### src/common/axi_pkg.sv
package axi_pkg;

  localparam int AXI_LEN_WIDTH   = 8;
  localparam int AXI_ID_WIDTH    = 4;
  localparam int BURST_CNT_WIDTH = 16;

  typedef logic [AXI_LEN_WIDTH-1:0]   axi_len_t;
  typedef logic [AXI_ID_WIDTH-1:0]    axi_id_t;
  typedef logic [2:0]                 axi_size_t;
  typedef logic [1:0]                 axi_burst_t;
  typedef logic [1:0]                 axi_resp_t;
  typedef logic [BURST_CNT_WIDTH-1:0] burst_cnt_t;

  localparam axi_burst_t AXI_BURST_INCR = 2'b01;
  localparam axi_resp_t  AXI_RESP_OKAY  = 2'b00;

  // Bursts accepted on AW whose data has not yet gone out on W
  localparam int AXI_MAX_AHEAD = 4;

endpackage

### src/common/report_pkg.sv
package report_pkg;

  localparam int STAT_WIDTH = 32;
  localparam int HEX_DIGITS = STAT_WIDTH / 4;

  typedef logic [STAT_WIDTH-1:0] stat_t;
  typedef logic [7:0]            byte_t;
  typedef logic [3:0]            hex_digit_t;

  // ASCII characters used in the report line
  localparam byte_t CHAR_0  = 8'h30;
  localparam byte_t CHAR_A  = 8'h41;
  localparam byte_t CHAR_E  = 8'h45;
  localparam byte_t CHAR_W  = 8'h57;
  localparam byte_t CHAR_EQ = 8'h3d;
  localparam byte_t CHAR_SP = 8'h20;
  localparam byte_t CHAR_CR = 8'h0d;
  localparam byte_t CHAR_LF = 8'h0a;

endpackage

### src/hw/perf_ctrl.sv
`timescale 1ns/1ps

module perf_ctrl #(
  parameter int ADDR_WIDTH = 20
) (
  input  logic                  clk,
  input  logic                  rst_n,

  input  logic                  cmd_valid,
  output logic                  cmd_ready,
  input  logic [ADDR_WIDTH-1:0] cmd_base_addr,
  input  axi_pkg::axi_len_t     cmd_beats,
  input  axi_pkg::burst_cnt_t   cmd_bursts,

  output logic                  run_start,
  output logic [ADDR_WIDTH-1:0] run_base_addr,
  output axi_pkg::axi_len_t     run_len,
  output axi_pkg::burst_cnt_t   run_bursts,
  output logic                  stat_clear,
  input  logic                  run_busy,

  output logic                  report_start,
  input  logic                  report_done
);

  typedef enum logic [2:0] {
    S_IDLE,
    S_START,
    S_WAIT_RUN,
    S_REPORT,
    S_WAIT_REPORT
  } state_t;

  state_t state;
  state_t state_next;

  assign cmd_ready    = (state == S_IDLE);
  assign run_start    = (state == S_START);
  assign stat_clear   = (state == S_START);
  assign report_start = (state == S_REPORT);

  always_comb begin
    state_next = state;
    case (state)
      S_IDLE:        if (cmd_valid) state_next = S_START;
      S_START:       state_next = S_WAIT_RUN;
      // Generator raises busy the cycle after run_start
      S_WAIT_RUN:    if (!run_busy) state_next = S_REPORT;
      S_REPORT:      state_next = S_WAIT_REPORT;
      S_WAIT_REPORT: if (report_done) state_next = S_IDLE;
      default:       state_next = S_IDLE;
    endcase
  end

  always_ff @(posedge clk) begin
    if (!rst_n) begin
      state <= S_IDLE;
    end else begin
      state <= state_next;
    end
  end

  always_ff @(posedge clk) begin
    if (cmd_valid && cmd_ready) begin
      run_base_addr <= cmd_base_addr;
      run_len       <= cmd_beats;
      run_bursts    <= cmd_bursts;
    end
  end

endmodule

### src/axi_wr/axi_wr_gen.sv
`timescale 1ns/1ps

module axi_wr_gen #(
  parameter int ADDR_WIDTH = 20,
  parameter int DATA_WIDTH = 32
) (
  input  logic                    clk,
  input  logic                    rst_n,

  input  logic                    run_start,
  input  logic [ADDR_WIDTH-1:0]   run_base_addr,
  input  axi_pkg::axi_len_t       run_len,
  input  axi_pkg::burst_cnt_t     run_bursts,
  output logic                    run_busy,

  output logic                    m_axi_awvalid,
  output logic [ADDR_WIDTH-1:0]   m_axi_awaddr,
  output axi_pkg::axi_id_t        m_axi_awid,
  output axi_pkg::axi_len_t       m_axi_awlen,
  output axi_pkg::axi_size_t      m_axi_awsize,
  output axi_pkg::axi_burst_t     m_axi_awburst,
  input  logic                    m_axi_awready,
  output logic                    m_axi_wvalid,
  output logic [DATA_WIDTH-1:0]   m_axi_wdata,
  output logic [DATA_WIDTH/8-1:0] m_axi_wstrb,
  output logic                    m_axi_wlast,
  input  logic                    m_axi_wready,
  input  logic                    m_axi_bvalid,
  input  axi_pkg::axi_id_t        m_axi_bid,
  input  axi_pkg::axi_resp_t      m_axi_bresp,
  output logic                    m_axi_bready
);

  import axi_pkg::*;

  localparam int STRB_WIDTH = DATA_WIDTH / 8;
  localparam int AXI_SIZE   = $clog2(STRB_WIDTH);

  axi_len_t              len_r;
  logic [ADDR_WIDTH-1:0] aw_addr;
  logic [ADDR_WIDTH-1:0] w_addr;
  logic [ADDR_WIDTH-1:0] burst_stride;

  logic                  awvalid_r;
  logic                  wvalid_r;
  burst_cnt_t            aw_left;
  burst_cnt_t            aw_left_next;
  burst_cnt_t            b_left;
  logic [2:0]            pend;
  logic [2:0]            pend_next;
  axi_len_t              w_beat;

  logic                  aw_hs;
  logic                  w_hs;
  logic                  w_last_hs;
  logic                  b_hs;

  assign m_axi_awvalid = awvalid_r;
  assign m_axi_awaddr  = aw_addr;
  assign m_axi_awid    = '0;
  assign m_axi_awlen   = len_r;
  assign m_axi_awsize  = axi_size_t'(AXI_SIZE);
  assign m_axi_awburst = AXI_BURST_INCR;

  assign m_axi_wvalid  = wvalid_r;
  // Each beat carries its own byte address
  assign m_axi_wdata   = DATA_WIDTH'(w_addr);
  assign m_axi_wstrb   = '1;
  assign m_axi_wlast   = (w_beat == len_r);

  assign m_axi_bready  = (b_left != '0);

  assign aw_hs     = m_axi_awvalid && m_axi_awready;
  assign w_hs      = m_axi_wvalid && m_axi_wready;
  assign w_last_hs = w_hs && m_axi_wlast;
  assign b_hs      = m_axi_bvalid && m_axi_bready && (m_axi_bid == m_axi_awid);

  assign burst_stride = ADDR_WIDTH'({1'b0, len_r} + 9'd1) << AXI_SIZE;

  assign run_busy = (aw_left != '0) || (pend != '0) || (b_left != '0);

  always_comb begin
    aw_left_next = aw_hs ? aw_left - 1'b1 : aw_left;
    pend_next    = pend;
    if (aw_hs && !w_last_hs) begin
      pend_next = pend + 3'd1;
    end else if (!aw_hs && w_last_hs) begin
      pend_next = pend - 3'd1;
    end
  end

  always_ff @(posedge clk) begin
    if (!rst_n) begin
      awvalid_r <= 1'b0;
      wvalid_r  <= 1'b0;
      aw_left   <= '0;
      pend      <= '0;
      b_left    <= '0;
      w_beat    <= '0;
    end else if (run_start) begin
      awvalid_r <= (run_bursts != '0);
      wvalid_r  <= 1'b0;
      aw_left   <= run_bursts;
      pend      <= '0;
      b_left    <= run_bursts;
      w_beat    <= '0;
    end else begin
      // AW stalls once it is AXI_MAX_AHEAD bursts in front of W
      awvalid_r <= (aw_left_next != '0) && (pend_next < 3'(AXI_MAX_AHEAD));
      wvalid_r  <= (pend_next != '0);
      aw_left   <= aw_left_next;
      pend      <= pend_next;
      if (b_hs) begin
        b_left <= b_left - 1'b1;
      end
      if (w_hs) begin
        w_beat <= m_axi_wlast ? '0 : w_beat + 1'b1;
      end
    end
  end

  always_ff @(posedge clk) begin
    if (run_start) begin
      len_r   <= run_len;
      aw_addr <= run_base_addr;
      w_addr  <= run_base_addr;
    end else begin
      if (aw_hs) begin
        aw_addr <= aw_addr + burst_stride;
      end
      if (w_hs) begin
        w_addr <= w_addr + ADDR_WIDTH'(STRB_WIDTH);
      end
    end
  end

endmodule

### src/axi_wr/axi_wr_stats.sv
`timescale 1ns/1ps

module axi_wr_stats (
  input  logic               clk,
  input  logic               rst_n,
  input  logic               stat_clear,

  input  logic               m_axi_awvalid,
  input  logic               m_axi_awready,
  input  logic               m_axi_wvalid,
  input  logic               m_axi_wready,
  input  logic               m_axi_bvalid,
  input  logic               m_axi_bready,
  input  axi_pkg::axi_resp_t m_axi_bresp,

  output report_pkg::stat_t  stat_aw,
  output report_pkg::stat_t  stat_w,
  output report_pkg::stat_t  stat_err
);

  import axi_pkg::*;
  import report_pkg::*;

  // Counters stick at all ones instead of wrapping
  function automatic stat_t sat_inc(stat_t v);
    return (v == '1) ? v : v + 1'b1;
  endfunction

  always_ff @(posedge clk) begin
    if (!rst_n || stat_clear) begin
      stat_aw  <= '0;
      stat_w   <= '0;
      stat_err <= '0;
    end else begin
      if (m_axi_awvalid && m_axi_awready) begin
        stat_aw <= sat_inc(stat_aw);
      end
      if (m_axi_wvalid && m_axi_wready) begin
        stat_w <= sat_inc(stat_w);
      end
      if (m_axi_bvalid && m_axi_bready && (m_axi_bresp != AXI_RESP_OKAY)) begin
        stat_err <= sat_inc(stat_err);
      end
    end
  end

endmodule

### src/report/report_fmt.sv
`timescale 1ns/1ps

module report_fmt (
  input  logic              clk,
  input  logic              rst_n,
  input  logic              report_start,

  input  report_pkg::stat_t stat_aw,
  input  report_pkg::stat_t stat_w,
  input  report_pkg::stat_t stat_err,

  output logic              report_done,

  output logic              tx_valid,
  output report_pkg::byte_t tx_data,
  input  logic              tx_ready
);

  import report_pkg::*;

  typedef enum logic [2:0] {
    F_IDLE,
    F_LABEL,
    F_DIGITS,
    F_EOL,
    F_DONE
  } state_t;

  state_t     state;
  logic [1:0] fld;
  logic [2:0] idx;
  stat_t      cur;
  stat_t      snap_w;
  stat_t      snap_err;
  byte_t      label_char;
  logic       tx_hs;
  logic       last_digit;

  function automatic byte_t hex_char(hex_digit_t d);
    if (d < 4'd10) begin
      return CHAR_0 + byte_t'(d);
    end
    return CHAR_A + byte_t'(d - 4'd10);
  endfunction

  assign tx_hs       = tx_valid && tx_ready;
  assign tx_valid    = (state == F_LABEL) || (state == F_DIGITS) || (state == F_EOL);
  assign report_done = (state == F_DONE);
  assign last_digit  = (idx == 3'(HEX_DIGITS - 1));

  // Labels are "AW=", " W=" and " E="
  always_comb begin
    case (idx)
      3'd0:    label_char = (fld == 2'd0) ? CHAR_A : CHAR_SP;
      3'd1:    label_char = (fld == 2'd2) ? CHAR_E : CHAR_W;
      default: label_char = CHAR_EQ;
    endcase
  end

  always_comb begin
    case (state)
      F_LABEL:  tx_data = label_char;
      F_DIGITS: tx_data = hex_char(cur[STAT_WIDTH-1 -: 4]);
      F_EOL:    tx_data = (idx == 3'd0) ? CHAR_CR : CHAR_LF;
      default:  tx_data = CHAR_SP;
    endcase
  end

  always_ff @(posedge clk) begin
    if (!rst_n) begin
      state <= F_IDLE;
      fld   <= '0;
      idx   <= '0;
    end else begin
      case (state)
        F_IDLE: begin
          if (report_start) begin
            state <= F_LABEL;
            fld   <= '0;
            idx   <= '0;
          end
        end
        F_LABEL: begin
          if (tx_hs) begin
            if (idx == 3'd2) begin
              idx   <= '0;
              state <= F_DIGITS;
            end else begin
              idx <= idx + 3'd1;
            end
          end
        end
        F_DIGITS: begin
          if (tx_hs) begin
            if (last_digit) begin
              idx <= '0;
              if (fld == 2'd2) begin
                state <= F_EOL;
              end else begin
                fld   <= fld + 2'd1;
                state <= F_LABEL;
              end
            end else begin
              idx <= idx + 3'd1;
            end
          end
        end
        F_EOL: begin
          if (tx_hs) begin
            if (idx == 3'd1) begin
              state <= F_DONE;
            end else begin
              idx <= idx + 3'd1;
            end
          end
        end
        default: state <= F_IDLE;
      endcase
    end
  end

  // Most significant nibble goes first, so shift left after each digit
  always_ff @(posedge clk) begin
    if ((state == F_IDLE) && report_start) begin
      cur      <= stat_aw;
      snap_w   <= stat_w;
      snap_err <= stat_err;
    end else if ((state == F_DIGITS) && tx_hs) begin
      if (last_digit) begin
        cur <= (fld == 2'd0) ? snap_w : snap_err;
      end else begin
        cur <= cur << 4;
      end
    end
  end

endmodule

### src/report/uart_tx.sv
`timescale 1ns/1ps

module uart_tx #(
  parameter int CLKS_PER_BIT = 868
) (
  input  logic              clk,
  input  logic              rst_n,
  input  logic              tx_valid,
  input  report_pkg::byte_t tx_data,
  output logic              tx_ready,
  output logic              utx_pin
);

  localparam int CNT_WIDTH = $clog2(CLKS_PER_BIT + 1);

  // Frame is stop, data LSB first, start; shifted out from bit 0
  logic [9:0]           shreg;
  logic [3:0]           bits_left;
  logic [CNT_WIDTH-1:0] bit_cnt;
  logic                 bit_end;

  assign tx_ready = (bits_left == 4'd0);
  assign utx_pin  = shreg[0];
  assign bit_end  = (bit_cnt == CNT_WIDTH'(CLKS_PER_BIT - 1));

  always_ff @(posedge clk) begin
    if (!rst_n) begin
      shreg     <= '1;
      bits_left <= 4'd0;
      bit_cnt   <= '0;
    end else if (tx_valid && tx_ready) begin
      shreg     <= {1'b1, tx_data, 1'b0};
      bits_left <= 4'd10;
      bit_cnt   <= '0;
    end else if (bits_left != 4'd0) begin
      if (bit_end) begin
        bit_cnt   <= '0;
        shreg     <= {1'b1, shreg[9:1]};
        bits_left <= bits_left - 4'd1;
      end else begin
        bit_cnt <= bit_cnt + 1'b1;
      end
    end
  end

endmodule

### src/hw/axi_perf.sv
`timescale 1ns/1ps

module axi_perf #(
  parameter int ADDR_WIDTH   = 20,
  parameter int DATA_WIDTH   = 32,
  parameter int CLKS_PER_BIT = 868
) (
  input  logic                    clk,
  input  logic                    rst_n,

  input  logic                    cmd_valid,
  output logic                    cmd_ready,
  input  logic [ADDR_WIDTH-1:0]   cmd_base_addr,
  input  axi_pkg::axi_len_t       cmd_beats,
  input  axi_pkg::burst_cnt_t     cmd_bursts,

  output logic                    utx_pin,

  output logic                    m_axi_awvalid,
  output logic [ADDR_WIDTH-1:0]   m_axi_awaddr,
  output axi_pkg::axi_id_t        m_axi_awid,
  output axi_pkg::axi_len_t       m_axi_awlen,
  output axi_pkg::axi_size_t      m_axi_awsize,
  output axi_pkg::axi_burst_t     m_axi_awburst,
  input  logic                    m_axi_awready,
  output logic                    m_axi_wvalid,
  output logic [DATA_WIDTH-1:0]   m_axi_wdata,
  output logic [DATA_WIDTH/8-1:0] m_axi_wstrb,
  output logic                    m_axi_wlast,
  input  logic                    m_axi_wready,
  input  logic                    m_axi_bvalid,
  input  axi_pkg::axi_id_t        m_axi_bid,
  input  axi_pkg::axi_resp_t      m_axi_bresp,
  output logic                    m_axi_bready
);

  import axi_pkg::*;
  import report_pkg::*;

  logic                  run_start;
  logic [ADDR_WIDTH-1:0] run_base_addr;
  axi_len_t              run_len;
  burst_cnt_t            run_bursts;
  logic                  run_busy;
  logic                  stat_clear;
  logic                  report_start;
  logic                  report_done;

  stat_t                 stat_aw;
  stat_t                 stat_w;
  stat_t                 stat_err;

  logic                  tx_valid;
  logic                  tx_ready;
  byte_t                 tx_data;

  perf_ctrl #(
    .ADDR_WIDTH(ADDR_WIDTH)
  ) perf_ctrl_inst (
    .clk, .rst_n,
    .cmd_valid, .cmd_ready, .cmd_base_addr, .cmd_beats, .cmd_bursts,
    .run_start, .run_base_addr, .run_len, .run_bursts, .stat_clear, .run_busy,
    .report_start, .report_done
  );

  axi_wr_gen #(
    .ADDR_WIDTH(ADDR_WIDTH),
    .DATA_WIDTH(DATA_WIDTH)
  ) axi_wr_gen_inst (
    .clk, .rst_n,
    .run_start, .run_base_addr, .run_len, .run_bursts, .run_busy,
    .m_axi_awvalid, .m_axi_awaddr, .m_axi_awid, .m_axi_awlen,
    .m_axi_awsize, .m_axi_awburst, .m_axi_awready,
    .m_axi_wvalid, .m_axi_wdata, .m_axi_wstrb, .m_axi_wlast, .m_axi_wready,
    .m_axi_bvalid, .m_axi_bid, .m_axi_bresp, .m_axi_bready
  );

  axi_wr_stats axi_wr_stats_inst (
    .clk, .rst_n, .stat_clear,
    .m_axi_awvalid, .m_axi_awready,
    .m_axi_wvalid, .m_axi_wready,
    .m_axi_bvalid, .m_axi_bready, .m_axi_bresp,
    .stat_aw, .stat_w, .stat_err
  );

  report_fmt report_fmt_inst (
    .clk, .rst_n, .report_start,
    .stat_aw, .stat_w, .stat_err,
    .report_done,
    .tx_valid, .tx_data, .tx_ready
  );

  uart_tx #(
    .CLKS_PER_BIT(CLKS_PER_BIT)
  ) uart_tx_inst (
    .clk, .rst_n,
    .tx_valid, .tx_data, .tx_ready,
    .utx_pin
  );

endmodule

### config.mk
export PLATFORM = sky130hd
export DESIGN_NAME = axi_perf
export DESIGN_NICKNAME = d
export VERILOG_FILES = /design/src/common/axi_pkg.sv /design/src/common/report_pkg.sv /design/src/hw/perf_ctrl.sv /design/src/axi_wr/axi_wr_gen.sv /design/src/axi_wr/axi_wr_stats.sv /design/src/report/report_fmt.sv /design/src/report/uart_tx.sv /design/src/hw/axi_perf.sv
export SDC_FILE = /design/constraint.sdc
export NUM_CORES = 1
export LEC_CHECK = 0
export ABC_AREA = 1
export BUFFER_PORTS_ARGS = -buffer_cell sky130_fd_sc_hd__buf_2
export CAP_MARGIN = 20
export CORE_MARGIN = 2
export CORE_UTILIZATION = 54
export CTS_CLUSTER_DIAMETER = 80
export DETAILED_ROUTE_END_ITERATION = 10
export PLACE_DENSITY = 0.76
export SYNTH_ARGS = -nofsm -noshare
export SYNTH_HDL_FRONTEND = slang
export SYNTH_SLANG_ARGS = --single-unit
### constraint.sdc
create_clock -name clk -period 6.17 [get_ports clk]
set_clock_uncertainty 0.05 [all_clocks]
set_input_delay 1.234 -clock clk [delete_from_list [all_inputs] [get_ports clk]]
set_output_delay 1.234 -clock clk [all_outputs]
set_load 0.005 [all_outputs]
# After elaboration in Yosys (flattened, before gate mapping)

Cells that the tools add are included.

Output and inout port bits: 79
Input port bits: 56
Register bits: 363
Bits in writable memories: 0
Memories kept: 0
Latch bits: 0
Word-level logic and storage cells: 191
Memory bits (read-only): 0

Magnitude comparators: 2
Reductions and logical operators: 54
Add/sub/neg operators: 18
Bitwise gates (word level): 4
Multiplexer cells: 58
Div/mod/pow operators: 0
Multiply operators: 0
Shift operators: 0
Eq/ne operators: 29

Operators by type and width:

| cell                                               | number |
|---|---|
| two-way mux 32 bit                                 | 4 |
| adder 32 x 1 -> 32 bit, second input constant      | 3 |
| == test 32 bit, second input constant              | 3 |
| two-way mux 20 bit                                 | 4 |
| two-way mux 16 bit                                 | 4 |
| nonzero test 16 bit                                | 4 |
| two-way mux 3 bit                                  | 20 |
| subtractor 16 x 1 -> 16 bit, second input constant | 2 |
| two-way mux 9 bit                                  | 3 |
| two-way mux 8 bit                                  | 3 |
| one-hot mux 3 bit (4 select lines)                 | 2 |
| one-hot mux 8 bit (3 select lines)                 | 1 |
| adder 20 bit                                       | 1 |
| adder 20 x 3 -> 20 bit, second input constant      | 1 |
| one-hot mux 8 bit (2 select lines)                 | 1 |
| nonzero test 2 bit                                 | 8 |
| == test 3 x 2 -> 1 bit, second input constant      | 5 |
| one-hot mux 3 bit (5 select lines)                 | 1 |
| logical AND 1 bit                                  | 13 |
| two-way mux 4 bit                                  | 3 |
| != test 2 x 1 -> 1 bit, second input constant      | 6 |
| != test 2 bit, second input constant               | 6 |
| adder 10 x 1 -> 10 bit, second input constant      | 1 |
| == test 10 bit, second input constant              | 1 |
| 35 further kinds                                   | 65 |

# Depth between registers and ports, before layout

Gate-level depths: netlist of run 1.

Word-level depth: 8
Mapped depth: 15
Depth with buffers taken out: 15

# Modules after synthesis

From an unflattened synthesis of run 1, not the netlist that was laid out.

Cell total of the unflattened synthesis: 2507
Area total of the unflattened synthesis: 19284.7 µm²

By module, submodules not included:

| module       | seq. area each (µm²) | area each (µm²) | cells each | instances |
|---|---|---|---|---|
| axi_wr_gen   | 2342.2               | 5962.0          | 824        | 1 |
| axi_wr_stats | 1921.8               | 5801.8          | 973        | 1 |
| report_fmt   | 3042.9               | 4800.9          | 465        | 1 |
| perf_ctrl    | 1381.3               | 1491.4          | 72         | 1 |
| uart_tx      | 460.4                | 1228.7          | 173        | 1 |

# Worst setup path after synthesis of run 1

Ideal clock, no wire load.

Path type: input -> register
From: in cmd_valid
To: reg perf_ctrl_inst.run_base_addr[0] (enable)
Arrival: 4.287 ns
Stages on the path: 2
Library setup time: 0.500 ns
Buffers on the path: 0
Required time: 5.620 ns
Slack: 1.333 ns
Cells stage by stage: inv_1 > nor3_1

Word-level cells in the longest chain between the ends: 1

Ends and longest elaborated chain:

| what                 | line            | source |
|---|---|---|
| start, declared      | axi_perf.sv:11  | `input logic cmd_valid,` |
| logical AND 1 bit    | perf_ctrl.sv:64 | `if (cmd_valid && cmd_ready) begin` |
| end signal, assigned | perf_ctrl.sv:65 | `run_base_addr <= cmd_base_addr;` |
| end, declared        | perf_ctrl.sv:16 | `output logic [ADDR_WIDTH-1:0] run_base_addr,` |

Every way passes these cells.
A chain may end at the register's enable or synchronous reset.

# Worst setup path after layout of run 1

From: reg axi_wr_gen_inst.b_left[0]
To: out m_axi_bready

Word-level cells in the longest chain between the ends: 1

Ends and longest elaborated chain:

| what                   | line              | source |
|---|---|---|
| start, declared        | axi_wr_gen.sv:48  | `burst_cnt_t b_left;` |
| start signal, assigned | axi_wr_gen.sv:105 | `b_left <= run_bursts;` |
| start signal, assigned | axi_wr_gen.sv:114 | `b_left <= b_left - 1'b1;` |
| nonzero test 16 bit    | axi_wr_gen.sv:71  | `assign m_axi_bready = (b_left != '0);` |
| end, declared          | axi_perf.sv:34    | `output logic m_axi_bready` |

Every way passes these cells.

==> results of run 1 <==
## metrics by stage
step | cells | setup slack, ns | power, µW | utilization (%)
3_3_place_gp | 2771 | 2.749 | 4436 | 57.36
2_1_floorplan | 2293 | 1.333 | 4099 | -
6_report | 2843 | 2.763 | 6870 | 61.31
3_5_place_dp | 2771 | 2.713 | 4496 | 57.36
5_1_grt | 2843 | 2.726 | 7196 | 61.31
4_1_cts | 2843 | 2.812 | 6889 | 61.31
## cell families after synthesis
logic type               share of synthesized area (%)
AO/OA/AOI/OAI                                    11.32
adder cells (fa/ha/maj)                          2.341
flip-flops                                       49.46
buffers and inverters                            7.779
AND/OR/NAND/NOR                                  24.65
XOR/XNOR                                         4.404
other                                          0.04060
## worst max-delay path: stages (launching register included)
cell and delay [ns]:
sky130_fd_sc_hd__dfxtp_1 0.38, sky130_fd_sc_hd__inv_1 0.12, sky130_fd_sc_hd__ha_1 0.20, sky130_fd_sc_hd__nand3_2 0.17
sky130_fd_sc_hd__nor3_1 0.36, sky130_fd_sc_hd__nand4_1 0.18, sky130_fd_sc_hd__buf_2 0.17
## worst paths after layout
path,to,slack [ns],cells after the start
hold / removal,axi_wr_gen_inst.m_axi_awlen[1]$_DFFE_PP_,0.37,0
setup / recovery,m_axi_bready,2.76,6
setup reg to reg,axi_wr_gen_inst.w_beat[7]$_SDFFE_PP0P_,3.03,8
hold reg to reg,axi_wr_gen_inst.m_axi_awlen[1]$_DFFE_PP_,0.37,0
## sequential cells by signal, summed over array words and instances, names as in the netlist, 9 cells and up
name / cells
axi_wr_stats_inst.stat_aw: 32
uart_tx_inst.bit_cnt: 10
axi_wr_gen_inst.aw_left: 16
report_fmt_inst.cur: 32
axi_wr_gen_inst.b_left: 16
report_fmt_inst.snap_err: 32
axi_wr_stats_inst.stat_err: 32
perf_ctrl_inst.run_bursts: 16
axi_wr_gen_inst.m_axi_awaddr: 20
axi_wr_gen_inst.w_addr: 20
uart_tx_inst.shreg: 9
report_fmt_inst.snap_w: 32
perf_ctrl_inst.run_base_addr: 20
axi_wr_stats_inst.stat_w: 32
## cells in the mapped netlist, types with 2 or more instances
| cell | instances | area (µm²) |
|---|---|---|
| sky130_fd_sc_hd__nor4_1 | 14 | 87.58 |
| sky130_fd_sc_hd__or2_0 | 2 | 12.51 |
| sky130_fd_sc_hd__ha_1 | 33 | 412.9 |
| sky130_fd_sc_hd__inv_1 | 233 | 874.6 |
| sky130_fd_sc_hd__xnor2_1 | 22 | 192.7 |
| sky130_fd_sc_hd__and3_1 | 2 | 12.51 |
| sky130_fd_sc_hd__o31ai_1 | 4 | 30.03 |
| sky130_fd_sc_hd__and2_1 | 3 | 18.77 |
| sky130_fd_sc_hd__xor2_1 | 71 | 621.9 |
| sky130_fd_sc_hd__nor3_4 | 4 | 65.06 |
| sky130_fd_sc_hd__o21a_1 | 4 | 30.03 |
| sky130_fd_sc_hd__buf_2 | 18 | 90.09 |
| sky130_fd_sc_hd__o22ai_1 | 6 | 37.54 |
| sky130_fd_sc_hd__or2_2 | 4 | 25.02 |
| sky130_fd_sc_hd__nor2_1 | 270 | 1013 |
| sky130_fd_sc_hd__nand4_1 | 42 | 262.8 |
| sky130_fd_sc_hd__nor3_2 | 8 | 80.08 |
| sky130_fd_sc_hd__conb_1 | 2 | 7.510 |
| sky130_fd_sc_hd__edfxtp_1 | 188 | 5645 |
| sky130_fd_sc_hd__nor3b_1 | 2 | 15.01 |
| sky130_fd_sc_hd__a211oi_1 | 9 | 67.56 |
| sky130_fd_sc_hd__o211ai_1 | 9 | 67.56 |
| sky130_fd_sc_hd__a31oi_1 | 18 | 112.6 |
| sky130_fd_sc_hd__o21ai_0 | 125 | 625.6 |
| sky130_fd_sc_hd__dfxtp_1 | 175 | 3503 |
| sky130_fd_sc_hd__nor3_1 | 65 | 325.3 |
| sky130_fd_sc_hd__inv_2 | 8 | 30.03 |
| sky130_fd_sc_hd__a21oi_1 | 166 | 830.8 |
| sky130_fd_sc_hd__nand2_1 | 536 | 2012 |
| sky130_fd_sc_hd__nand3_1 | 88 | 440.4 |
| sky130_fd_sc_hd__nand2_2 | 4 | 25.02 |
| sky130_fd_sc_hd__buf_1 | 4 | 15.01 |
| sky130_fd_sc_hd__and3b_1 | 2 | 17.52 |
| sky130_fd_sc_hd__nor2_2 | 8 | 50.05 |
| sky130_fd_sc_hd__clkbuf_1 | 33 | 123.9 |
| sky130_fd_sc_hd__o21ai_1 | 6 | 30.03 |
| sky130_fd_sc_hd__nand3b_1 | 5 | 37.54 |
| sky130_fd_sc_hd__nand3_2 | 4 | 40.04 |
| sky130_fd_sc_hd__buf_4 | 29 | 217.7 |
| sky130_fd_sc_hd__buf_6 | 7 | 78.83 |
| sky130_fd_sc_hd__a22oi_1 | 25 | 187.7 |
## area by class of cell
class	instances	area [µm²]	share of cell area (%)
Multi-Input combinational cell	1596	8024	38.93
Clock inverter	17	168.9	0.8195
Sequential cell	363	9149	44.39
Tap cell	448	560.5	2.720
Clock buffer	55	1160	5.627
Timing Repair Buffer	121	635.6	3.084
Inverter	243	913.4	4.431
## report_power, final
part	switching (µW)	leakage, µW	internal [µW]
Clock	962	0.000640	1440
Sequential	163	0.00324	2850
Combinational	978	0.00426	478
Total	2100	0.00815	4770
## per-layer routing
layer | vias up | part of all wire (%)
li1 | 7714 | -
met1 | 7324 | 44
met2 | 550 | 47
met3 | 94 | 6.3
met4 | 0 | 3.0
met5 | - | 0
==> impl_metrics.ini, run 1 <==
[worst_hold_path]
hp-class = reg2reg
hold_path_startpoint = perf_ctrl_inst.run_len[1]$_DFFE_PP_

[timing]
max_clock_freq_ghz = 0.2935
period_share_pct = 55.22
fin_tns_setup_ns = 0
slew_headroom_pct = 40.20
period_needed_ns = 3.407
setup_repair_after_global_routing_missed_its_margin = no
report.final.slew_viol_count = 0
finalSetupViolations = 0
worst-slew-pin-transition_ns = 0.8949
final_hold_fails = 0
final.hold.worst_slack_ns = 0.3687

[global_route]
grt_util_met2_pct = 40.97
grt_remaining_overflow = 0
grt.met1_usage_pct = 34.25
global_route.usage.met3_pct = 3.503
grt_pass1_wl_um = 73200
antenna_found_initial = 0
via_count_of_the_first_global_routing_pass = 14710
largest_net_degree_at_the_start_of_global_routing = 72
global_route_hottest_layer = met2
global_route.usage.total_pct = 25.06

[clock_tree]
clkTransAtPathRegs_ns = 0.06
cts-hold-fix-buffers = 0
numClockSinks = 363
post-cts-setup-buffers = 0
tritoncts = built
clock_tree.htree_level_count = 2
post_cts_resize_count = 0
number_of_buffers_added_by_the_clock_tree_synthesis_step = 40
clockRootBuffer = sky130_fd_sc_hd__clkbuf_16
cts_buffer_depth = 3
clock_insertion_delay_worst_skew_ns = 0.53

[drt]
via_count = 15680
drt-wirelength-per-cell_um = 15.88
drt-initial-drc-count = 1450
detail_route.drc_violations = 0
drt_wl_total_um = 45160
drt_first_pass_iters = 6
vias_per_cell = 5.516
route.antenna.remaining_nets = 0

[setup_path]
crit_path_start_kind = flop
critical_path.max_fanout = 6
critical_path_arrival_ns = 2.12
worst_setup_path_end_kind = output port
worstReg2RegStart = perf_ctrl_inst.state[1]$_SDFFE_PN0P_
timing_worst_setup_path_type = reg2out
worst_ep_required_time_ns = 4.89
launch_point_of_the_critical_path = axi_wr_gen_inst.b_left[0]$_SDFFE_PN0P_

[cells_and_area]
syn2layout_area_growth_pct = 11.43
drive_above_1_share_pct = 9.729
insertedDiodeCount = 0
final_cell_mix = 535 x sky130_fd_sc_hd__nand2_1, 269 x sky130_fd_sc_hd__nor2_1, 233 x sky130_fd_sc_hd__inv_1, 188 x sky130_fd_sc_hd__edfxtp_1, 175 x sky130_fd_sc_hd__dfxtp_1
num-nets-final = 2455
layout.cells.most_common = sky130_fd_sc_hd__nand2_1
final_area_um2 = 20610
fill_cells = 2868

[status]
run_status = finished clean

[place]
dpl.hpwl_um = 32320
routabilityCongestion = 0.9039
port-buffer-count = 109
dpl_cell_area_um2 = 19280

[logic_synthesis]
synth.lib_cells_used.distinct = 53
netlist_area_um2 = 18500
synth.avg_cell_area_um2 = 8.148
synth_seq_cells = 363
synth_seq_area_share_pct = 49.46
syn-instance-count = 2270
async_flop_share_pct = 0
synthFlopType = sky130_fd_sc_hd__edfxtp_1
ys_warn_count = 0
synth_edf_count = 188

[floorplan]
die-area_um2 = 35750
floorplan.initialDensity_pct = 55.02
io_pins = 135
coreArea_um2 = 33620
chipHeight_um = 189.1
die_x_um = 189.1
num_rows = 67

[power_and_ir_drop]
cellLeakagePower_uw = 0.008145
vdd.ir_drop.worst_mv = 0.2070
power-per-cell-area_nw_per_um2 = 333.3

[job]
max-cap-violations = 0
Power figures use the tool's default switching activity.
==> run 2, diff against run 1 <==
==> constraint.sdc (replaced) <==
create_clock -name clk -period 3.52 [get_ports clk]
set_clock_uncertainty 0.05 [all_clocks]
set_input_delay 0.704 -clock clk [delete_from_list [all_inputs] [get_ports clk]]
set_output_delay 0.704 -clock clk [all_outputs]
set_load 0.005 [all_outputs]
==> impl_metrics.ini, run 2 (synthesized netlist as in run 1, its figures left out) <==
[status]
run_status = finished clean

[timing]
period_needed_ns = 2.902
max_clock_freq_ghz = 0.3446
final_worst_path_setup_slack_ns = 0.6181
worst-slew-pin-transition_ns = 0.9418
fin_tns_setup_ns = 0
period_share_pct = 82.44
finalSetupViolations = 0
final.hold.worst_slack_ns = 0.2699
slew_headroom_pct = 37.21
final_hold_fails = 0
report.final.slew_viol_count = 0
setup_repair_after_global_routing_missed_its_margin = no

[power_and_ir_drop]
power-per-cell-area_nw_per_um2 = 582.3
vdd.ir_drop.worst_mv = 0.4734
cellLeakagePower_uw = 0.008138

[worst_hold_path]
hp-class = in2reg
hold-path-cell-count = 1
hold_path_startpoint = cmd_base_addr[18]
whs_endpoint = perf_ctrl_inst.run_base_addr[18]$_DFFE_PP_

[drt]
drt_wl_total_um = 44500
drt-initial-drc-count = 1099
via_count = 15630
drt_first_pass_iters = 5
drt-wirelength-per-cell_um = 15.65
route.antenna.remaining_nets = 0
vias_per_cell = 5.495
detail_route.drc_violations = 0

[setup_path]
timing_worst_setup_path_type = reg2reg
worstReg2RegStart = axi_wr_gen_inst.m_axi_awlen[0]$_DFFE_PP_
timing.reg2reg.worst_path_depth = 14
critical_path_arrival_ns = 3.15
critical_path.max_fanout = 5
worst_setup_path_end_kind = flop
crit_path_start_kind = flop
r2r_endpoint = axi_wr_gen_inst.m_axi_awaddr[16]$_DFFE_PN_
r2r_slack_ns = 0.62
worst_ep_required_time_ns = 3.77

[clock_tree]
clkTransAtPathRegs_ns = 0.07
numClockSinks = 363
clock_tree.htree_level_count = 2
post-cts-setup-buffers = 0
clock_insertion_delay_worst_skew_ns = 0.55
post_cts_resize_count = 0
tritoncts = built
cts-hold-fix-buffers = 0
cts_buffer_depth = 3
number_of_buffers_added_by_the_clock_tree_synthesis_step = 39
clockRootBuffer = sky130_fd_sc_hd__clkbuf_16

[global_route]
via_count_of_the_first_global_routing_pass = 14970
global_route.usage.total_pct = 24.93
grt_remaining_overflow = 0
largest_net_degree_at_the_start_of_global_routing = 103
grt_pass1_wl_um = 73450
antenna_found_initial = 0

[cells_and_area]
combined_flip_flop_and_latch_cell_area_um2 = 9149
insertedDiodeCount = 0
num-nets-final = 2455
drive_above_1_share_pct = 9.766
final_cell_mix = 535 x sky130_fd_sc_hd__nand2_1, 269 x sky130_fd_sc_hd__nor2_1, 233 x sky130_fd_sc_hd__inv_1, 188 x sky130_fd_sc_hd__edfxtp_1, 175 x sky130_fd_sc_hd__dfxtp_1
fill_cells = 2907
multi_input_comb_area_um2 = 8030
layout.cells.most_common = sky130_fd_sc_hd__nand2_1
syn2layout_area_growth_pct = 11.46

[floorplan]
chipHeight_um = 189.1
die_x_um = 189.1
num_rows = 67
io_pins = 135
die-area_um2 = 35750
floorplan.initialDensity_pct = 55.02
coreArea_um2 = 33620

[place]
routabilityCongestion = 0.9114
dpl.hpwl_um = 32020
port-buffer-count = 109
pre_cts_slack_ns = 0.6343

[job]
max-cap-violations = 0
[run 2: cell count changes in the layout (fill, tap and decap cells not counted)]
cell                        before  now
sky130_fd_sc_hd__buf_12          0    1
sky130_fd_sc_hd__clkbuf_1        7    6
sky130_fd_sc_hd__clkinv_4        0    2
sky130_fd_sc_hd__nor3_2          8    7
sky130_fd_sc_hd__clkinv_2        7    4
sky130_fd_sc_hd__clkbuf_16      42   39
sky130_fd_sc_hd__nor3_4          5    6
sky130_fd_sc_hd__bufinv_16       3    4
sky130_fd_sc_hd__clkinv_1        4    5
sky130_fd_sc_hd__clkbuf_8        6    5
sky130_fd_sc_hd__inv_6           0    4
[run 2: final cells by class]
cell class | count | share of cell area, %
clock buffers | 50 | 5.177
clock inverters | 22 | 1.165
inverters | 243 | 4.430
multi-input cells | 1596 | 38.95
flip-flops and latches | 363 | 44.38
well taps | 448 | 2.719
repair buffers | 122 | 3.180
[run 2: critical path, cell delays in order (launching register included)]
cell,delay (ns)
sky130_fd_sc_hd__edfxtp_1,0.40
sky130_fd_sc_hd__inv_1,0.09
sky130_fd_sc_hd__nor3_1,0.29
sky130_fd_sc_hd__xor2_1,0.19
sky130_fd_sc_hd__inv_1,0.06
sky130_fd_sc_hd__ha_1,0.34
sky130_fd_sc_hd__inv_1,0.05
sky130_fd_sc_hd__o21ai_0,0.43
sky130_fd_sc_hd__nand3_1,0.13
sky130_fd_sc_hd__nand3_1,0.13
sky130_fd_sc_hd__nand2_1,0.10
sky130_fd_sc_hd__inv_1,0.12
sky130_fd_sc_hd__a21oi_1,0.07
sky130_fd_sc_hd__o21ai_0,0.09
sky130_fd_sc_hd__o21ai_0,0.10
[run 2: worst max-delay path by stage]
| stage | from | end | slack (ns) | depth (start not counted) |
|---|---|---|---|---|
| after floorplan | perf_ctrl_inst.state[0]$_SDFFE_PN0P_ | report_fmt_inst.cur[26]$_DFFE_PP_ | 0.03 | 6 |
| after CTS | axi_wr_gen_inst.m_axi_awlen[0]$_DFFE_PP_ | axi_wr_gen_inst.m_axi_awaddr[16]$_DFFE_PN_ | 0.62 | 14 |
| final | axi_wr_gen_inst.m_axi_awlen[0]$_DFFE_PP_ | axi_wr_gen_inst.m_axi_awaddr[16]$_DFFE_PN_ | 0.62 | 14 |
| after global placement | axi_wr_gen_inst.m_axi_awlen[0]$_DFFE_PP_ | axi_wr_gen_inst.m_axi_awaddr[16]$_DFFE_PN_ | 0.71 | 15 |
| after global routing | axi_wr_gen_inst.m_axi_awlen[0]$_DFFE_PP_ | axi_wr_gen_inst.m_axi_awaddr[16]$_DFFE_PN_ | 0.24 | 15 |
| after detailed placement | axi_wr_gen_inst.m_axi_awlen[0]$_DFFE_PP_ | axi_wr_gen_inst.m_axi_awaddr[16]$_DFFE_PN_ | 0.63 | 14 |
[run 2: report_power, final]
group / internal, µW / total [µW] / switching [µW]
Sequential: 4990 / 5290 / 294
Combinational: 843 / 2540 / 1690
Clock: 2460 / 4180 / 1730
Total: 8290 / 12000 / 3710
[run 2: stage by stage]
step / util [%] / total power, µW / cells / cell area [µm²]
floorplan: - / 7181 / 2293 / 18590
global placement: 57.44 / 7791 / 2772 / 19310
detailed placement: 57.44 / 7881 / 2772 / 19310
CTS: 61.33 / 12060 / 2844 / 20620
global route: 61.33 / 12650 / 2844 / 20620
finish: 61.33 / 12000 / 2844 / 20620
[run 2: metal layers]
metal	track usage (%)	up-vias	wire length [µm]
met1	33.41	7358	19520
met2	41.62	487	21020
met3	3.818	83	2832
met5	0	-	0
met4	7.963	0	1132
li1	-	7701	-
